`src/vga_text_pkg.sv`:
```
package vga_text_pkg;

    // Pixel counter width, enough for an 800x525 raster
    localparam int coord_w = 10;

    // Text buffer, one page
    localparam int text_addr_w = 13;                 // Index within a page
    localparam int text_depth  = 2 ** text_addr_w;   // 8192 cells cover 80x60

    // Font RAM, address is code*8 + glyph row
    localparam int font_addr_w = 11;
    localparam int font_depth  = 2 ** font_addr_w;

    localparam int char_w = 8;                       // Character code width

    localparam int apb_addr_w = 8;                   // APB byte address width

    // 24-bit colour, red in the top byte
    typedef struct packed {
        logic [7:0] r;
        logic [7:0] g;
        logic [7:0] b;
    } rgb_t;

    // APB register map
    typedef enum logic [apb_addr_w-1:0] {
        REG_CTRL      = 8'h00,  // Bit 0 display enable, bit 1 page shown
        REG_FG        = 8'h04,  // Foreground colour
        REG_BG        = 8'h08,  // Background colour
        REG_TEXT_ADDR = 8'h0C,  // Bit 13 page, bits 12..0 index
        REG_TEXT_DATA = 8'h10,  // Write only, auto-increment
        REG_FONT_ADDR = 8'h14,
        REG_FONT_DATA = 8'h18,  // Write only, auto-increment
        REG_FRAME_CNT = 8'h1C   // Read only
    } apb_reg_e;

endpackage

```
`src/pixel_out.sv`:
```
`timescale 1ns/1ps

module pixel_out (
    input  logic                vgaclk,
    input  logic                rst_n,
    input  logic                pixel,
    input  logic                active,
    input  logic                hs,
    input  logic                vs,
    input  logic                disp_en,
    input  vga_text_pkg::rgb_t  fg_color,
    input  vga_text_pkg::rgb_t  bg_color,
    output logic                hsync,
    output logic                vsync,
    output logic                blank_b,
    output logic [7:0]          red,
    output logic [7:0]          green,
    output logic [7:0]          blue
);
    import vga_text_pkg::*;

    rgb_t color_d;
    rgb_t color_q;

    // Black in blanking and while the display is off
    always_comb begin
        if (active && disp_en)
            color_d = pixel ? fg_color : bg_color;
        else
            color_d = '0;
    end

    always_ff @(posedge vgaclk or negedge rst_n) begin
        if (!rst_n) begin
            hsync   <= 1'b1;
            vsync   <= 1'b1;
            blank_b <= 1'b0;
            color_q <= '0;
        end else begin
            hsync   <= hs;
            vsync   <= vs;
            blank_b <= active;
            color_q <= color_d;
        end
    end

    assign red   = color_q.r;
    assign green = color_q.g;
    assign blue  = color_q.b;

endmodule

```
`config.mk`:
```
export PLATFORM = sky130hd
export DESIGN_NAME = pixel_out
export DESIGN_NICKNAME = d
export VERILOG_FILES = /design/src/vga_text_pkg.sv /design/src/pixel_out.sv
export SDC_FILE = /design/constraint.sdc
export NUM_CORES = 1
export LEC_CHECK = 0
export ABC_AREA = 1
export BUFFER_PORTS_ARGS = -buffer_cell sky130_fd_sc_hd__buf_2
export CAP_MARGIN = 15
export CORE_ASPECT_RATIO = 0.75
export CORE_MARGIN = 4
export CORE_UTILIZATION = 40
export DETAILED_ROUTE_END_ITERATION = 8
export MAX_ROUTING_LAYER = met4
export PLACE_DENSITY = 0.78
export SETUP_SLACK_MARGIN = 0.02
export SLEW_MARGIN = 20
export SYNTH_ARGS = -nofsm -noshare
export SYNTH_HDL_FRONTEND = slang
export SYNTH_SLANG_ARGS = --single-unit
export TNS_END_PERCENT = 50
```
`constraint.sdc`:
```
create_clock -name vgaclk -period 0.8 [get_ports vgaclk]
set_input_delay 0 -clock vgaclk [delete_from_list [all_inputs] [get_ports vgaclk]]
set_output_delay 0 -clock vgaclk [all_outputs]
set_load 0.05 [all_outputs]
```
==> results by group <==
Floorplan
  • Core Box Area: between 2000 and 3000 um^2
  • Ports: 82
  • Initial Utilization: a little over two fifths
  • # rows: 16
  • Die Width: 71.01 um
  • Die area: between 3000 and 4000 um^2
  • Vert. Die Dim: 55.26 um

Timing
  • Final hold violation count: 0
  • Fin Setup TNS: -0.6131 ns
  • Final Critical Period: between 0.9 and 1 ns
  • Final Hold Slack: 0.01109 ns
  • Fin crit share: 123.4%
  • RSZ-0062 raised after global routing: yes
  • Worst-margin pin slew: 0.2310 ns
  • Fin. max-slew vios: 0
  • Peak Freq: roughly 1.0 GHz
  • Final setup violation count: 22
  • Final worst slack: -0.1872 ns
  • Slew margin rel.: between 80 and 90%

Cells and area
  • Area Overhead vs Synth: 80.46%
  • Most frequent cells in the layout: buf_2 (54), nand2_1 (49), nor2_1 (47), dlygate4sd3_1 (28)
  • Most common cell after layout, fill and taps aside: buf_2
  • Finished Layout Cells: between 300 and 400
  • N_diodes: 0
  • Fin area: ~2100 um^2
  • NumNets Final: around 320
  • Final core occ: between 70% and 80%
  • Layout cell share with drive strength beyond 1: around a third

Setup path
  • Critical-path cell list: buf_8
  • WS Path Type: reg -> out
  • Critical path origin: hsync$_DFF_PN1_
  • CP startpoint kind: flip-flop
  • Buf/Inv on CP: 1
  • CP max stage delay: ~0.57 ns
  • Crit-path leading delay family: flip-flops
  • Worst-path maximum fanout: 1
  • Worst path slowest cell: dfstp_2
  • Required @ worst endpoint: 0.80 ns
  • Worst EP arrival: around 0.99 ns
  • Critical Path Sink Type: output port

Power
  • Switch share: 30.33%
  • Max VDD drop: roughly 1200 uV
  • Pint: 2.181 mW
  • Clk pwr share: 24.7%
  • Sequential fraction of design power: approximately 47%
  • Power Dens Cells: between 1000 and 1500 nW/um^2
  • Comb power frac: roughly 28%
  • P_leak: around 1.2 nW
  • Switching power total: 949.3 uW
  • Tot Pwr: roughly 3.1 mW

Logic synthesis
  • Synth area leader: dfrtp_1
  • Register bit total from synthesis: 27
  • Synthesized area per cell: ~7.6 um^2
  • Sequential-to-total area share from yosys stat: a little under three fifths
  • Synthesized cell area: roughly 1200 um^2
  • Synthesis Warnings: 0
  • Library cells used by synthesis: 8
  • Top cell type's share of synthesized area: between 50% and 60%
  • Ranking of synthesized cells by area: dfrtp_1 (53%), nand2_1 (15%), nor2_1 (15%), inv_1 (7.9%), dfstp_2 (4.4%)
  • Post-synthesis cell count: about 160
  • Synth Net Count: between 200 and 250

Global routing
  • GRT Total Usage: 19.33%
  • Largest net degree at the start of global routing: 49
  • GR Overflow Total: 0
  • First-pass GRT wire length: around 5.8 mm
  • Initial antenna violation count: 0
  • Vias in the first global route: about 1.3k

CTS
  • Clock slew seen by the registers of the worst setup and hold paths: ~0.090 ns
  • Total clock sinks: 27
  • CTS tree: yes
  • H-Tree Depth: 1
  • Post-CTS setup buffers: 0
  • CTS buffer count: 3
  • CTS root buf: clkbuf_8
  • Maximum root-to-sink buffer count: 2

Route
  • First DRT Iteration DRCs: approximately 90
  • DR vias: between 1k and 1.5k
  • Drt wl/cell: ~13 um
  • Total wire length: between 3 and 4 mm
  • Antenna-violating nets left: 0
  • Via/cell ratio: roughly 4.3
  • DRC viols: 0
  • Pre-Repair DR Iteration Count: 4

Hold path
  • Hold Crit Start: fg_color[10]
  • Hold Path Class: in -> reg

Placed design
  • Post-placement cell area: between 1500 and 2000 um^2
  • Inst Count DP: 270
  • PortBufs: between 80 and 90
  • Hpwl dp: about 2.1 mm
  • Placer Congestion: roughly 0.76
  • Post-Place Setup Slack: 0.06295 ns

Job
  • Max-cap viol count: 0

Outcome
  • Violated checks: setup timing
  • Status: complete, but fails checks
[metal layers]
layer,GRT usage [%],up-vias,share of wire (%)
li1,-,655,-
met1,20.74,576,38
met2,35.40,55,54
met3,5.616,2,7.6
met4,3.753,0,0.37
met5,-,-,0
[Yosys cell counts (all sizes together)]
master,count
buf,7
dfrtp,25
dfstp,2
inv,25
nand2,49
nor2,48
[power groups by stage]
stage          Clock, mW  Sequential [mW]  Combinational, mW
4_1_cts            0.796             1.46              0.872
6_report           0.773             1.47              0.889
3_5_place_dp           0             1.47              0.682
3_3_place_gp           0             1.47              0.671
2_1_floorplan          0             1.72              0.178
5_1_grt            0.858             1.47              0.954
[final timing paths]
check / endpoint / slack (ns) / cells after the start
min in group asynchronous: red[2]$_DFF_PN0_ / 0.10 / 2
setup / recovery: hsync / -0.19 / 1
max in group asynchronous: blue[1]$_DFF_PN0_ / 0.28 / 3
hold / removal: green[2]$_DFF_PN0_ / 0.01 / 5
[repair_timing]
item | CTS | global route
resized for setup | 56 | 1
setup endpoints to repair | 27 | 28
endpoints found under the hold margin | 54 | 0
hold buffers | 28 | 0
pin swaps | 0 | 0
[cell families after synthesis]
family / after synthesis / share of synthesized area, %
buf+inv: 32 / 12.50
simple gates: 97 / 30.57
flops: 27 / 56.93
[layout make-up]
class                      instances  area, um^2
tap                               36       45.04
sequential                        27       678.2
timing repair buffer             113       917.1
fill                             190       573.1
clock buffer                       3       41.29
inverter                          25       93.84
multi-input combinational         97       366.6
clock inverter                     1       7.507
[sequential cells by signal, summed over array words and instances, names as in the netlist]
| name | flops |
|---|---|
| red | 8 |
| vsync | 1 |
| blue | 8 |
| blank_b | 1 |
| green | 8 |
| hsync | 1 |
No activity file was read; power rests on OpenSTA's default activity.
