$ cat src/vga_text_pkg.sv
package vga_text_pkg;

    // Pixel counter width, enough for an 800x525 raster
    localparam int coord_w = 10;

    // Text buffer, one page
    localparam int text_addr_w = 13;                 // Index within a page
    localparam int text_depth  = 2 ** text_addr_w;   // 8192 cells cover 80x60

    // Font RAM, address is code*8 + glyph row
    localparam int font_addr_w = 11;
    localparam int font_depth  = 2 ** font_addr_w;

    localparam int char_w = 8;                       // Character code width

    localparam int apb_addr_w = 8;                   // APB byte address width

    // 24-bit colour, red in the top byte
    typedef struct packed {
        logic [7:0] r;
        logic [7:0] g;
        logic [7:0] b;
    } rgb_t;

    // APB register map
    typedef enum logic [apb_addr_w-1:0] {
        REG_CTRL      = 8'h00,  // Bit 0 display enable, bit 1 page shown
        REG_FG        = 8'h04,  // Foreground colour
        REG_BG        = 8'h08,  // Background colour
        REG_TEXT_ADDR = 8'h0C,  // Bit 13 page, bits 12..0 index
        REG_TEXT_DATA = 8'h10,  // Write only, auto-increment
        REG_FONT_ADDR = 8'h14,
        REG_FONT_DATA = 8'h18,  // Write only, auto-increment
        REG_FRAME_CNT = 8'h1C   // Read only
    } apb_reg_e;

endpackage

$ cat src/apb_text_regs.sv
`timescale 1ns/1ps

module apb_text_regs (
    input  logic                                  vgaclk,
    input  logic                                  rst_n,
    input  logic [vga_text_pkg::apb_addr_w-1:0]   paddr,
    input  logic                                  psel,
    input  logic                                  penable,
    input  logic                                  pwrite,
    input  logic [31:0]                           pwdata,
    output logic [31:0]                           prdata,
    output logic                                  pready,
    output logic                                  pslverr,
    input  logic                                  frame_start,
    output logic                                  disp_en,
    output logic                                  page_sel,
    output vga_text_pkg::rgb_t                    fg_color,
    output vga_text_pkg::rgb_t                    bg_color,
    output logic                                  text_we,
    output logic [vga_text_pkg::text_addr_w:0]    text_waddr,
    output logic [vga_text_pkg::char_w-1:0]       text_wdata,
    output logic                                  font_we,
    output logic [vga_text_pkg::font_addr_w-1:0]  font_waddr,
    output logic [7:0]                            font_wdata
);
    import vga_text_pkg::*;

    apb_reg_e               reg_addr;
    logic                   access;     // Access phase of a transfer
    logic                   addr_ok;    // Address hits the map
    logic                   wr_ok;      // Accepted write
    logic [31:0]            rdata;
    logic [text_addr_w:0]   text_ptr;   // Page bit plus index
    logic [font_addr_w-1:0] font_ptr;
    logic [15:0]            frame_cnt;

    assign reg_addr = apb_reg_e'(paddr);
    assign access   = psel & penable;
    assign pready   = 1'b1;             // Zero wait states

    // Address decode and read mux
    always_comb begin
        addr_ok = 1'b1;
        rdata   = '0;
        case (reg_addr)
            REG_CTRL:      rdata = {30'd0, page_sel, disp_en};
            REG_FG:        rdata = {8'd0, fg_color};
            REG_BG:        rdata = {8'd0, bg_color};
            REG_TEXT_ADDR: rdata = 32'(text_ptr);
            REG_FONT_ADDR: rdata = 32'(font_ptr);
            REG_TEXT_DATA,
            REG_FONT_DATA: rdata = '0;  // Data ports read back zero
            REG_FRAME_CNT: rdata = {16'd0, frame_cnt};
            default:       addr_ok = 1'b0;
        endcase
    end

    assign prdata  = rdata;
    assign pslverr = access & (~addr_ok | (pwrite & (reg_addr == REG_FRAME_CNT)));
    assign wr_ok   = access & pwrite & ~pslverr;

    // Control, colour and pointer registers
    always_ff @(posedge vgaclk or negedge rst_n) begin
        if (!rst_n) begin
            disp_en   <= 1'b0;
            page_sel  <= 1'b0;
            fg_color  <= '0;
            bg_color  <= '0;
            text_ptr  <= '0;
            font_ptr  <= '0;
            text_we   <= 1'b0;
            font_we   <= 1'b0;
            frame_cnt <= '0;
        end else begin
            text_we <= 1'b0;                        // Strobes last one cycle
            font_we <= 1'b0;
            if (frame_start)
                frame_cnt <= frame_cnt + 1'b1;
            if (wr_ok) begin
                case (reg_addr)
                    REG_CTRL: begin
                        disp_en  <= pwdata[0];
                        page_sel <= pwdata[1];
                    end
                    REG_FG:        fg_color <= pwdata[23:0];
                    REG_BG:        bg_color <= pwdata[23:0];
                    REG_TEXT_ADDR: text_ptr <= pwdata[text_addr_w:0];
                    REG_FONT_ADDR: font_ptr <= pwdata[font_addr_w-1:0];
                    REG_TEXT_DATA: begin
                        text_we  <= 1'b1;
                        // Index wraps inside the selected page
                        text_ptr <= {text_ptr[text_addr_w],
                                     text_ptr[text_addr_w-1:0] + 1'b1};
                    end
                    REG_FONT_DATA: begin
                        font_we  <= 1'b1;
                        font_ptr <= font_ptr + 1'b1;
                    end
                    default: ;
                endcase
            end
        end
    end

    // Write payload, qualified by the strobes
    always_ff @(posedge vgaclk) begin
        if (wr_ok && reg_addr == REG_TEXT_DATA) begin
            text_waddr <= text_ptr;
            text_wdata <= pwdata[char_w-1:0];
        end
        if (wr_ok && reg_addr == REG_FONT_DATA) begin
            font_waddr <= font_ptr;
            font_wdata <= pwdata[7:0];
        end
    end

    // An error response only ends a transfer that had its setup cycle
    a_slverr_access: assert property (@(posedge vgaclk) disable iff (!rst_n)
        pslverr |-> psel && penable && $past(psel));

endmodule

$ cat config.mk
export PLATFORM = sky130hd
export DESIGN_NAME = apb_text_regs
export DESIGN_NICKNAME = d
export VERILOG_FILES = /design/src/vga_text_pkg.sv /design/src/apb_text_regs.sv
export SDC_FILE = /design/constraint.sdc
export NUM_CORES = 1
export LEC_CHECK = 0
export BUFFER_PORTS_ARGS = -buffer_cell sky130_fd_sc_hd__buf_2
export CAP_MARGIN = 10
export CORE_AREA = 2 2 130 132
export DETAILED_ROUTE_END_ITERATION = 16
export DIE_AREA = 0 0 132 134
export PLACE_DENSITY = 0.73
export SETUP_SLACK_MARGIN = 0.1
export SLEW_MARGIN = 20
export SYNTH_ARGS = -nofsm -noshare
export SYNTH_HDL_FRONTEND = slang
export SYNTH_SLANG_ARGS = --single-unit
$ cat constraint.sdc
create_clock -name vgaclk -period 1.4 [get_ports vgaclk]
set_input_delay 0.07 -clock vgaclk [delete_from_list [all_inputs] [get_ports vgaclk]]
set_output_delay 0.07 -clock vgaclk [all_outputs]
set_load 0.1 [all_outputs]
==> metrics.txt <==
share of post-route cells with drive strength above 1=0.658; Die Area=0.0177 sq mm; final hold vios=0; Iteration-0 DRC Markers=slightly below 600; Primary FF master, synth=dfrtp_1; Max-Cap Viols=0; actual slew at the worst max-slew pin=between 500 and 600 ps; drt wl/cell=23.5 um; Comb power frac=0.137; HPWL Detailed=14,800 um; failing checks=setup timing; P_sw=2650 uW; FMAX=0.486 GHz; Worst Path Required=1330 ps; Die Y=134 um; post-synthesis cell count=507; # setup viols final=61; Setup CP Type=reg2out; Avg Cell Area, Syn=about 13 sq um; clk_skew=3.51 ps; CTS tree=built; Seq pwr share=0.402; I/O Buffers=155; Ys Warns=0; WP data arrival=1990 ps; htree depth=4; Switching Fraction=0.248; clock latency on the worst-skew pair=between 400 and 500 ps; vias in the first global route=between 6k and 7k; asr flop ratio synth=0.694; post-synthesis adder-cell area fraction=0.00587; Reg2Reg Setup Slack=-110 ps; core area=0.0163 sq mm; drt first pass iters=5; DR vias=just over 6k; DRC errors left=0; clock share of power=0.461; vias per std cell=~5.7; Layout area overhead=78.9%; mux share of post-synthesis cell area=0.116; fin crit share=1.47; simple-gate share of the synthesized area=0.108; PwrDens=934 mW/mm^2; post-route ant nets=0; post-synthesis compound-gate area fraction=0.150; RSZ-0062 raised after global routing=yes; first-pass GRT wire length=37,200 um; Post-synth EDFFs=around 40; Synth Cell Area=0.00639 sq mm; Initial Util=0.392; # rows=47; GP Congestion=0.934; clk buf depth=2; GRT Residual Overflow=0; final worst setup slack=-658 ps; Max Slew Vio Count=0; largest net degree at the start of global routing=94; Tmin final=2060 ps; register area share after synthesis=0.557; Slew HR=0.636; total global-route track usage=0.277; root buf cell=clkbuf_16; post-synthesis cell type count=63; status=finished, violations left; largest family of logic cells by synthesized area=compound AO/OA/AOI/OAI gates; FF+latch count, synth=between 100 and 150; hold_ws=27.6 ps; die width=132 um; VDD IR max=0.867 mV; final WL=25,500 um; n_diodes=0; nets@finish=901; clk slew on worst S/H paths=60 ps; clk sinks=134; Critical Path End Type=output pin; CP Launch Type=register; Post-Route Setup TNS=-9270 ps; xor/xnor share of the synthesized area=0.0206; Internal=~8000 uW; CTS Buf Count=17; Max FO, Critical Path=2; IO Count=173; Leak=around 0.005 uW; Worst Hold Class=in2reg; initial antenna violation count=0
[critical path: stages (launching register included)]
cell	delay (ps)
dfrtp_4	480
mux2_4	280
a22o_1	200
a22oi_2	200
buf_4	170
o21ai_4	60
buf_12	170
[kinds of logic after synthesis]
logic type,count (synthesis)
DFF,134
AOI/OAI and AO/OA,129
and+or+nand+nor,118
muxes,60
buffers and inverters,46
xor gates and xnor gates,15
adders and majority gates,3
other,2
[cell usage after synthesis, types with 2 or more instances]
cell / number / area (sq um)
a22o_1: 23 / 201
dfrtp_1: 93 / 2330
or4_1: 2 / 15.0
nor2_1: 11 / 41.3
nor4_2: 2 / 25.0
inv_1: 8 / 30.0
mux2_2: 32 / 360
a21oi_1: 7 / 35.0
xor2_1: 5 / 43.8
ha_1: 3 / 37.5
o21ai_0: 19 / 95.1
o211ai_1: 4 / 30.0
a22oi_1: 31 / 233
o22ai_1: 9 / 56.3
nand3_1: 20 / 100
buf_2: 12 / 60.1
nor2_2: 3 / 18.8
nand4_1: 15 / 93.8
conb_1: 2 / 7.51
buf_8: 2 / 30.0
xnor2_1: 10 / 87.6
and3_1: 12 / 75.1
nor4_1: 3 / 18.8
o2bb2ai_1: 3 / 26.3
mux2_4: 20 / 300
buf_1: 2 / 7.51
nand2_1: 26 / 97.6
and4_1: 4 / 35.0
buf_4: 11 / 82.6
a211o_1: 2 / 17.5
a211oi_1: 5 / 37.5
a31oi_1: 3 / 18.8
a2bb2oi_1: 11 / 96.3
edfxtp_1: 41 / 1230
or4b_1: 2 / 20.0
mux2i_1: 7 / 70.1
clkbuf_1: 10 / 37.5
nor3_1: 7 / 35.0
[placed cells by master (no fill, tap or decap), drive strengths merged, types with 5 or more instances in the layout]
cell,count
nand2,30
and3,12
nor3,8
clkbuf,23
dfrtp,93
o21ai,20
a22oi,32
mux2,53
inv,9
xor2,5
a211oi,6
edfxtp,41
a2bb2oi,11
nand3,20
o22ai,10
mux2i,7
buf,328
dlygate4sd3,23
a22o,23
a21oi,7
xnor2,10
conb,9
nor2,15
nor4,5
nand4,15
[routing by layer]
layer  up-vias  GRT usage  wire (um)
met3        70     0.0760       2180
met2       387      0.466      12600
met5         -          0          0
met4         0      0.116        832
li1       2663          -          -
met1      3077      0.337       9900
[stage by stage]
stage	util	area (sq um)	total power, uW	setup slack [ps]	cells
6_report	0.702	11400	10700	-658	1085
4_1_cts	0.680	11100	10600	-615	1070
3_3_place_gp	0.554	9030	5360	-487	965
5_1_grt	0.702	11400	11000	-677	1085
3_5_place_dp	0.554	9030	5400	-492	965
2_1_floorplan	-	6930	4840	-377	514
[cell type report]
| type | count | area [sq um] |
|---|---|---|
| Clock buffer | 22 | 518 |
| Clock inverter | 10 | 138 |
| Fill cell | 1045 | 4860 |
| Inverter | 8 | 30.0 |
| Multi-Input combinational cell | 338 | 3540 |
| Sequential cell | 134 | 3590 |
| Tap cell | 220 | 275 |
| Timing Repair Buffer | 353 | 3350 |
[power groups by stage]
stage / Combinational, uW / Sequential (uW) / Clock [uW]
2_1_floorplan: 470 / 4370 / 0
3_3_place_gp: 999 / 4360 / 0
3_5_place_dp: 1030 / 4370 / 0
4_1_cts: 1340 / 4290 / 4940
5_1_grt: 1560 / 4300 / 5130
6_report: 1470 / 4290 / 4920
[sequential cells by signal (all words and copies together), names as in the netlist]
| name | flops |
|---|---|
| text_we | 1 |
| font_we | 1 |
| text_waddr | 14 |
| frame_cnt | 16 |
| page_sel | 1 |
| text_ptr | 14 |
| disp_en | 1 |
| font_waddr | 11 |
| font_ptr | 11 |
| fg_color | 24 |
| text_wdata | 8 |
| font_wdata | 8 |
| bg_color | 24 |
[worst paths after layout]
| check | from | endpoint | cells past startpoint |
|---|---|---|---|
| worst max-delay path | bg_color[1]$_DFFE_PN0P_ | prdata[1] | 6 |
| worst min-delay path | pwdata[10] | bg_color[10]$_DFFE_PN0P_ | 2 |
| worst max register to register | font_ptr[1]$_DFFE_PN0P_ | font_ptr[10]$_DFFE_PN0P_ | 6 |
| worst min register to register | frame_cnt[15]$_DFFE_PN0P_ | frame_cnt[15]$_DFFE_PN0P_ | 1 |
| max in group asynchronous | rst_n | fg_color[6]$_DFFE_PN0P_ | 3 |
| min in group asynchronous | rst_n | bg_color[13]$_DFFE_PN0P_ | 3 |
[repair_timing]
item                       4_1_cts  5_1_grt
hold buffers                    23        0
hold endpoints to repair       139        0
gates cloned                     8        3
setup endpoints to repair      136      144
resized for setup              182       54
setup buffers                   44       16
pin swaps                       62       44
No activity file was read; power rests on OpenSTA's default activity.
