`src/vga_text_pkg.sv`:
```
package vga_text_pkg;

    // Pixel counter width, enough for an 800x525 raster
    localparam int coord_w = 10;

    // Text buffer, one page
    localparam int text_addr_w = 13;                 // Index within a page
    localparam int text_depth  = 2 ** text_addr_w;   // 8192 cells cover 80x60

    // Font RAM, address is code*8 + glyph row
    localparam int font_addr_w = 11;
    localparam int font_depth  = 2 ** font_addr_w;

    localparam int char_w = 8;                       // Character code width

    localparam int apb_addr_w = 8;                   // APB byte address width

    // 24-bit colour, red in the top byte
    typedef struct packed {
        logic [7:0] r;
        logic [7:0] g;
        logic [7:0] b;
    } rgb_t;

    // APB register map
    typedef enum logic [apb_addr_w-1:0] {
        REG_CTRL      = 8'h00,  // Bit 0 display enable, bit 1 page shown
        REG_FG        = 8'h04,  // Foreground colour
        REG_BG        = 8'h08,  // Background colour
        REG_TEXT_ADDR = 8'h0C,  // Bit 13 page, bits 12..0 index
        REG_TEXT_DATA = 8'h10,  // Write only, auto-increment
        REG_FONT_ADDR = 8'h14,
        REG_FONT_DATA = 8'h18,  // Write only, auto-increment
        REG_FRAME_CNT = 8'h1C   // Read only
    } apb_reg_e;

endpackage

```
`src/vga_timing.sv`:
```
`timescale 1ns/1ps

module vga_timing #(
    parameter int H_ACTIVE = 640,
    parameter int H_FP     = 16,
    parameter int H_SYNC   = 96,
    parameter int H_BP     = 48,
    parameter int V_ACTIVE = 480,
    parameter int V_FP     = 11,
    parameter int V_SYNC   = 2,
    parameter int V_BP     = 32
) (
    input  logic                              vgaclk,
    input  logic                              rst_n,
    output logic [vga_text_pkg::coord_w-1:0]  x,
    output logic [vga_text_pkg::coord_w-1:0]  y,
    output logic                              active,
    output logic                              hs,
    output logic                              vs,
    output logic                              frame_start
);
    import vga_text_pkg::*;

    localparam int H_TOTAL  = H_ACTIVE + H_FP + H_SYNC + H_BP;
    localparam int V_TOTAL  = V_ACTIVE + V_FP + V_SYNC + V_BP;
    localparam int HS_START = H_ACTIVE + H_FP;
    localparam int VS_START = V_ACTIVE + V_FP;

    logic [coord_w-1:0] hcnt;
    logic [coord_w-1:0] vcnt;
    logic [coord_w-1:0] h_next;
    logic [coord_w-1:0] v_next;
    logic               h_wrap;
    logic               v_wrap;
    logic               h_act;
    logic               v_act;

    // Next raster position
    always_comb begin
        h_wrap = (hcnt == coord_w'(H_TOTAL - 1));
        v_wrap = (vcnt == coord_w'(V_TOTAL - 1));
        h_next = h_wrap ? '0 : hcnt + 1'b1;
        if (h_wrap)
            v_next = v_wrap ? '0 : vcnt + 1'b1;    // Step a line at end of row
        else
            v_next = vcnt;
        h_act = (h_next < coord_w'(H_ACTIVE));
        v_act = (v_next < coord_w'(V_ACTIVE));
    end

    // Outputs are decoded from the next position so they line up with the counters
    always_ff @(posedge vgaclk or negedge rst_n) begin
        if (!rst_n) begin
            hcnt        <= coord_w'(H_TOTAL - 1);  // First tick lands on (0,0)
            vcnt        <= coord_w'(V_TOTAL - 1);
            x           <= '0;
            y           <= '0;
            active      <= 1'b0;
            hs          <= 1'b1;
            vs          <= 1'b1;
            frame_start <= 1'b0;
        end else begin
            hcnt        <= h_next;
            vcnt        <= v_next;
            x           <= h_act ? h_next : '0;    // Zero outside the active area
            y           <= v_act ? v_next : '0;
            active      <= h_act & v_act;
            hs          <= ~((h_next >= coord_w'(HS_START)) &&
                             (h_next <  coord_w'(HS_START + H_SYNC)));
            vs          <= ~((v_next >= coord_w'(VS_START)) &&
                             (v_next <  coord_w'(VS_START + V_SYNC)));
            frame_start <= h_wrap & v_wrap;
        end
    end

    a_cnt_range: assert property (@(posedge vgaclk) disable iff (!rst_n)
        (hcnt < coord_w'(H_TOTAL)) && (vcnt < coord_w'(V_TOTAL)));

endmodule

```
`config.mk`:
```
export PLATFORM = sky130hd
export DESIGN_NAME = vga_timing
export DESIGN_NICKNAME = d
export VERILOG_FILES = /design/src/vga_text_pkg.sv /design/src/vga_timing.sv
export SDC_FILE = /design/constraint.sdc
export NUM_CORES = 1
export LEC_CHECK = 0
export BUFFER_PORTS_ARGS = -buffer_cell sky130_fd_sc_hd__buf_2
export CAP_MARGIN = 25
export CORE_AREA = 8 8 99 101
export DETAILED_ROUTE_END_ITERATION = 8
export DIE_AREA = 0 0 107 109
export HOLD_SLACK_MARGIN = 0.05
export PLACE_DENSITY = 0.49
export SYNTH_ARGS = -nofsm -noshare
export SYNTH_HDL_FRONTEND = slang
export SYNTH_SLANG_ARGS = --single-unit
```
`constraint.sdc`:
```
create_clock -name vgaclk -period 6.7 [get_ports vgaclk]
set_clock_uncertainty 0.05 [all_clocks]
set_input_delay 1.005 -clock vgaclk [delete_from_list [all_inputs] [get_ports vgaclk]]
set_output_delay 1.005 -clock vgaclk [all_outputs]
set_load 0.1 [all_outputs]
```
==> metrics, run 1 <==
run status completed; GPL Wtd Cong 0.7776; Num CTS Buffers 5; CTS root buffer clkbuf_8; antenna cell count 0; DR pass1 iterations 4; met2 wire length 1978 µm; RSZ-0062 raised after global routing no; final hold violations 0; area growth from synthesis to layout 18.67%; FF+latch area 1116 µm²; Die H 109 µm; Highest Clock Rate 0.3727 GHz; Worst Path Class, Setup reg2reg; # Post-CTS Setup Buffers 0; critical path arrival 2.83 ns; hold-fix buffers at CTS 0; metal3 WL 151 µm; Routed Antenna Nets 0; Hold EP hcnt[0]; ys flop type dfrtp_1; Met1 Routed Length 2102 µm; fillcell total 881; post-synthesis register bit count 44; largest net degree at the start of global routing 45; worst reg2reg path depth 7; synthesized cell area 1991 µm²; async set or reset register ratio after synthesis 100.0%; Via Count 1481; Max-slew headroom 61.21%; final setup violation count 0; htree depth 2; DP Worst Slack 3.634 ns; initial antenna violation count 0; CTS tree done; Slew Viols, Final 0; post-layout min period 2.683 ns; commonest cells after routing, fill and taps aside 32 x dfrtp_1, 25 x buf_2, 17 x inv_1; Multi-input gate area 785.8 µm²; vias in the first global route 1526; commonest non-fill, non-tap cell in the layout dfrtp_1; I/O Buffers 25; Critical R2R Launch hcnt[0]; die extent in x 107 µm; CTS resizes 0; Setup WS post-layout 4.017 ns; worst hold stages 1; Initial Utilization 23.75%; PD cells 188.8 nW/µm²; Die Area 11660 µm²; num ports 26; Worst-path clk slew 0.08 ns; Leakage 1.067 nW; row count 34; worst-path fanout max 7; setup TNS 0 ns; maxcap violations 0; Iter 0 DRT Violations 83; critical path's largest stage delay 0.57 ns; syn_area_per_cell 10.42 µm²; Peak VDD IR 84.53 µV; uppermost layer routed met4; core area 8381 µm²; final WL 4337 µm; worst endpoint required time 6.85 ns; Hold Crit Class reg2reg; Post-synth EDFFs 0; Slowest cell on crit path dfstp_2; period utilization 40.04%; share of cells above drive strength 1 23.08%; DR DRC count 0; Slew @ Worst Pin 0.5819 ns; RR Endpoint y[5]; Seq/Total Area, Yosys 56.07%; Critical Path Sink Type register; Yosys cell types 45; global route overflow 0; syn nets 196; Final Net Count 225; total track usage 8.243%; CP Cell Sequence ha_1, nand4_1, nor4_1, nor4b_1, xnor2_1, inv_1, a311oi_1; Cells after Synth 191; WL per Instance 13.18 µm; Hold Startpoint hcnt[0]; worst reg2reg setup slack 4.02 ns; post-DP HPWL 2968 µm; CP Launch Type register; Clock Latency Late Sink 0.30 ns; Avg Vias per Cell 4.502; Num Clock Sinks 44; first-pass GRT wire length 7590 µm; Max Buffers Root-to-Sink 2; Yosys warning count 0
[routing by layer]
metal	vias to the layer above	GRT usage, %
met2	24	13.06
met4	0	4.824
li1	727	-
met3	7	2.069
met5	-	0
met1	723	10.01
[cells by family (layout without fill, tap and decap cells)]
family	Yosys count	count (layout)	share of synthesized area [%]
fa+ha+maj	3	3	1.886
flops	44	44	56.07
mux	2	2	1.006
simple gates	82	82	22.69
xor+xnor	10	10	4.400
compound gates	26	26	9.303
buf+inv	23	53	4.463
other cells	1	1	0.1884
[Yosys cell counts (all sizes together), types with 6 or more instances]
cell | count | area share, %
nor3 | 14 | 4.3
nand2 | 12 | 2.3
dfstp | 12 | 16
dfrtp | 32 | 40
o21ai | 6 | 1.5
nor2 | 15 | 2.8
inv | 17 | 3.2
nand4 | 7 | 2.2
xnor2 | 6 | 2.6
nand3 | 11 | 2.8
[stage by stage]
step	area [µm²]	utilization [%]	hold WS [ns]	power, W	std cells
detailed placement	2233	26.65	0.4575	0.0002794	319
finish	2362	28.19	0.4720	0.0004460	329
floorplan	1991	-	0.4415	0.0002735	191
global route	2362	28.19	0.5036	0.0004672	329
CTS	2323	27.72	0.4772	0.0004524	327
global placement	2233	26.65	0.4632	0.0002792	319
[registers in the layout (all words and copies together), names as in the netlist]
name	flops
hcnt	10
vcnt	10
x	10
y	10
active	1
frame_start	1
hs	1
vs	1
[final cells by class]
cell class | count | area share, %
Clock buffer | 8 | 3.814
Inverter | 17 | 2.701
Multi-Input combinational cell | 124 | 33.26
Sequential cell | 44 | 47.25
Tap cell | 108 | 5.720
Timing Repair Buffer | 28 | 7.256
[worst max-delay path, delay by kind of cell (launching register included)]
kind            cells  cell delay [ns]
compound gates      1             0.27
simple gates        3             1.19
buf+inv             1             0.08
fa+ha+maj           1             0.22
flops               1             0.57
xor+xnor            1             0.20
[report_power, final]
part | total, W | internal, W | switching, W
Combinational | 0.00000978 | 0.00000204 | 0.00000774
Clock | 0.000170 | 0.0000841 | 0.0000861
Sequential | 0.000266 | 0.000266 | 0.0000000541
[worst max-delay path by stage]
stage | start | to | slack, ns | depth (start not counted)
after global routing | hcnt[0] | y[5] | 3.80 | 7
after global placement | hcnt[0] | y[7] | 3.68 | 6
after floorplan | hcnt[0] | y[5] | 4.46 | 7
after CTS | hcnt[0] | y[7] | 3.61 | 6
final | hcnt[0] | y[5] | 4.02 | 7
after detailed placement | hcnt[0] | y[7] | 3.63 | 6
(Power assumes the default switching activity.)
==> run 2: changes to the inputs <==
--- a/config.mk
+++ b/config.mk
@@ -11,7 +11,7 @@
 export DETAILED_ROUTE_END_ITERATION = 8
 export DIE_AREA = 0 0 107 109
 export HOLD_SLACK_MARGIN = 0.05
-export PLACE_DENSITY = 0.49
+export PLACE_DENSITY = 0.51
 export SYNTH_ARGS = -nofsm -noshare
 export SYNTH_HDL_FRONTEND = slang
 export SYNTH_SLANG_ARGS = --single-unit
==> constraint.sdc (replaced) <==
create_clock -name vgaclk -period 2.2 [get_ports vgaclk]
set_clock_uncertainty 0.05 [all_clocks]
set_input_delay 0.33 -clock vgaclk [delete_from_list [all_inputs] [get_ports vgaclk]]
set_output_delay 0.33 -clock vgaclk [all_outputs]
set_load 0.1 [all_outputs]
==> run 2 against run 1 <==
  * Global-route usage is 0.066 points higher
  * Sequential cell count stayed put
  * Design area is 12% higher
  * Setup slack worse by 4.0 ns
  * Worst hold slack better by 0.026 ns
  * Largest cell class unchanged
==> metrics, run 2 (synthesis gave the netlist of run 1 again) <==
vias in the first global route 1591; Slew Viols, Final 0; Highest Clock Rate 0.4687 GHz; worst endpoint required time 2.35 ns; Routed Antenna Nets 0; WL per Instance 13.68 µm; Iter 0 DRT Violations 98; crit-path most repeated cell buf_4; CTS tree done; DR DRC count 0; row count 34; Hold Startpoint vcnt[3]; final setup violation count 0; uppermost layer routed met4; Slew @ Worst Pin 0.6469 ns; CP delay by family, top simple AND/OR/NAND/NOR gates; GPL Wtd Cong 0.8302; DP Worst Slack -0.1956 ns; share of cells above drive strength 1 35.92%; worst reg2reg path depth 8; Setup WS post-layout 0.06630 ns; initial antenna violation count 0; RSZ-0062 raised after global routing yes; fillcell total 870; total track usage 8.308%; sum of buffers and inverters on the critical path 2; metal3 WL 250 µm; Die H 109 µm; RR Endpoint y[5]; Worst-path clk slew 0.09 ns; critical path arrival 2.28 ns; area growth from synthesis to layout 32.37%; commonest non-fill, non-tap cell in the layout dfrtp_1; run status completed; antenna cell count 0; Die Area 11660 µm²; maxcap violations 0; htree depth 2; worst-path fanout max 6; Hold EP vcnt[3]; Final Net Count 249; Tot Pwr 0.001327 W; Avg Vias per Cell 4.448; die extent in x 107 µm; setup TNS 0 ns; Max-slew headroom 56.87%; worst reg2reg setup slack 0.07 ns; PD cells 503.4 nW/µm²; final hold violations 0; critical path's largest stage delay 0.54 ns; Critical R2R Launch hcnt[0]; I/O Buffers 25; CTS root buffer clkbuf_8; Clock Latency Late Sink 0.30 ns; met2 wire length 2321 µm; Initial Utilization 23.75%; global route overflow 0; core area 8381 µm²; Max Buffers Root-to-Sink 2; worst hold stages 2; Slowest cell on crit path dfstp_2; Num Clock Sinks 44; period utilization 96.99%; Critical Path Sink Type register; Peak VDD IR 180.6 µV; Via Count 1570; Num CTS Buffers 5; post-layout min period 2.134 ns; CP Launch Type register; first-pass GRT wire length 7693 µm; commonest cells after routing, fill and taps aside 32 x dfrtp_1, 26 x buf_4, 25 x buf_2; Hold Crit Class reg2reg; CP Cell Sequence ha_1, nand4_1, buf_4, or3_4, nor2_2, buf_4, nor2_1, a311oi_2; Leakage 1.233 nW; num ports 26; post-DP HPWL 3332 µm; largest net degree at the start of global routing 30; DR pass1 iterations 4; Met1 Routed Length 2161 µm; final WL 4828 µm; Worst Path Class, Setup reg2reg
[run 2: cell types whose count changed in the layout (fill, tap and decap cells not counted), sizes merged]
cell,delta
buf,+23
clkbuf,-1
clkinv,+1
dlygate4sd3,+1
[run 2: what timing repair did]
action,4_1_cts,5_1_grt
endpoints found under the hold margin,19,0
hold buffers,1,0
endpoints found under the setup margin,13,14
pin swaps,1,3
cloned,0,0
setup buffers,1,0
resized for setup,3,17
[run 2: worst max-delay path by stage]
stage | start | slack [ns] | end | cells past startpoint
2_1_floorplan | hcnt[0] | 0.009 | active | 6
3_3_place_gp | hcnt[0] | -0.08 | y[4] | 6
3_5_place_dp | hcnt[0] | -0.20 | y[5] | 7
4_1_cts | hcnt[0] | 0.009 | y[3] | 7
5_1_grt | hcnt[0] | -0.04 | y[8] | 8
6_report | hcnt[0] | 0.07 | y[5] | 8
[run 2: area by class of cell]
class	count	area (µm²)	share of cell area, %
Clock inverter	1	5.005	0.1899
Tap cell	108	135.1	5.128
Clock buffer	7	76.32	2.896
Sequential cell	44	1116	42.36
Inverter	17	63.81	2.422
Timing Repair Buffer	52	330.3	12.54
Multi-Input combinational cell	124	908.4	34.47
[run 2: stage by stage]
stage,utilization (%),instance area (µm²),std cells,hold WS [ns]
finish,31.44,2635,353,0.4976
CTS,30.31,2540,353,0.4934
global placement,28.87,2420,343,0.3331
detailed placement,28.87,2420,343,0.3434
floorplan,-,1997,191,-0.01559
global route,31.44,2635,353,0.5270
[run 2: report_power, final]
part           switching, W  internal, W
logic             0.0000235   0.00000470
clock network      0.000265     0.000223
registers       0.000000147     0.000810
total              0.000289      0.00104
[run 2: worst min-delay path, stage by stage, from the launching register on]
cell and delay (ns):
dfstp_2 0.41, nand2_1 0.09, nand2_1 0.05
[run 2: routing by layer]
metal,up-vias,track usage (%)
met5,-,0
met4,0,4.824
met3,7,2.246
met2,31,12.70
met1,758,10.38
li1,774,-
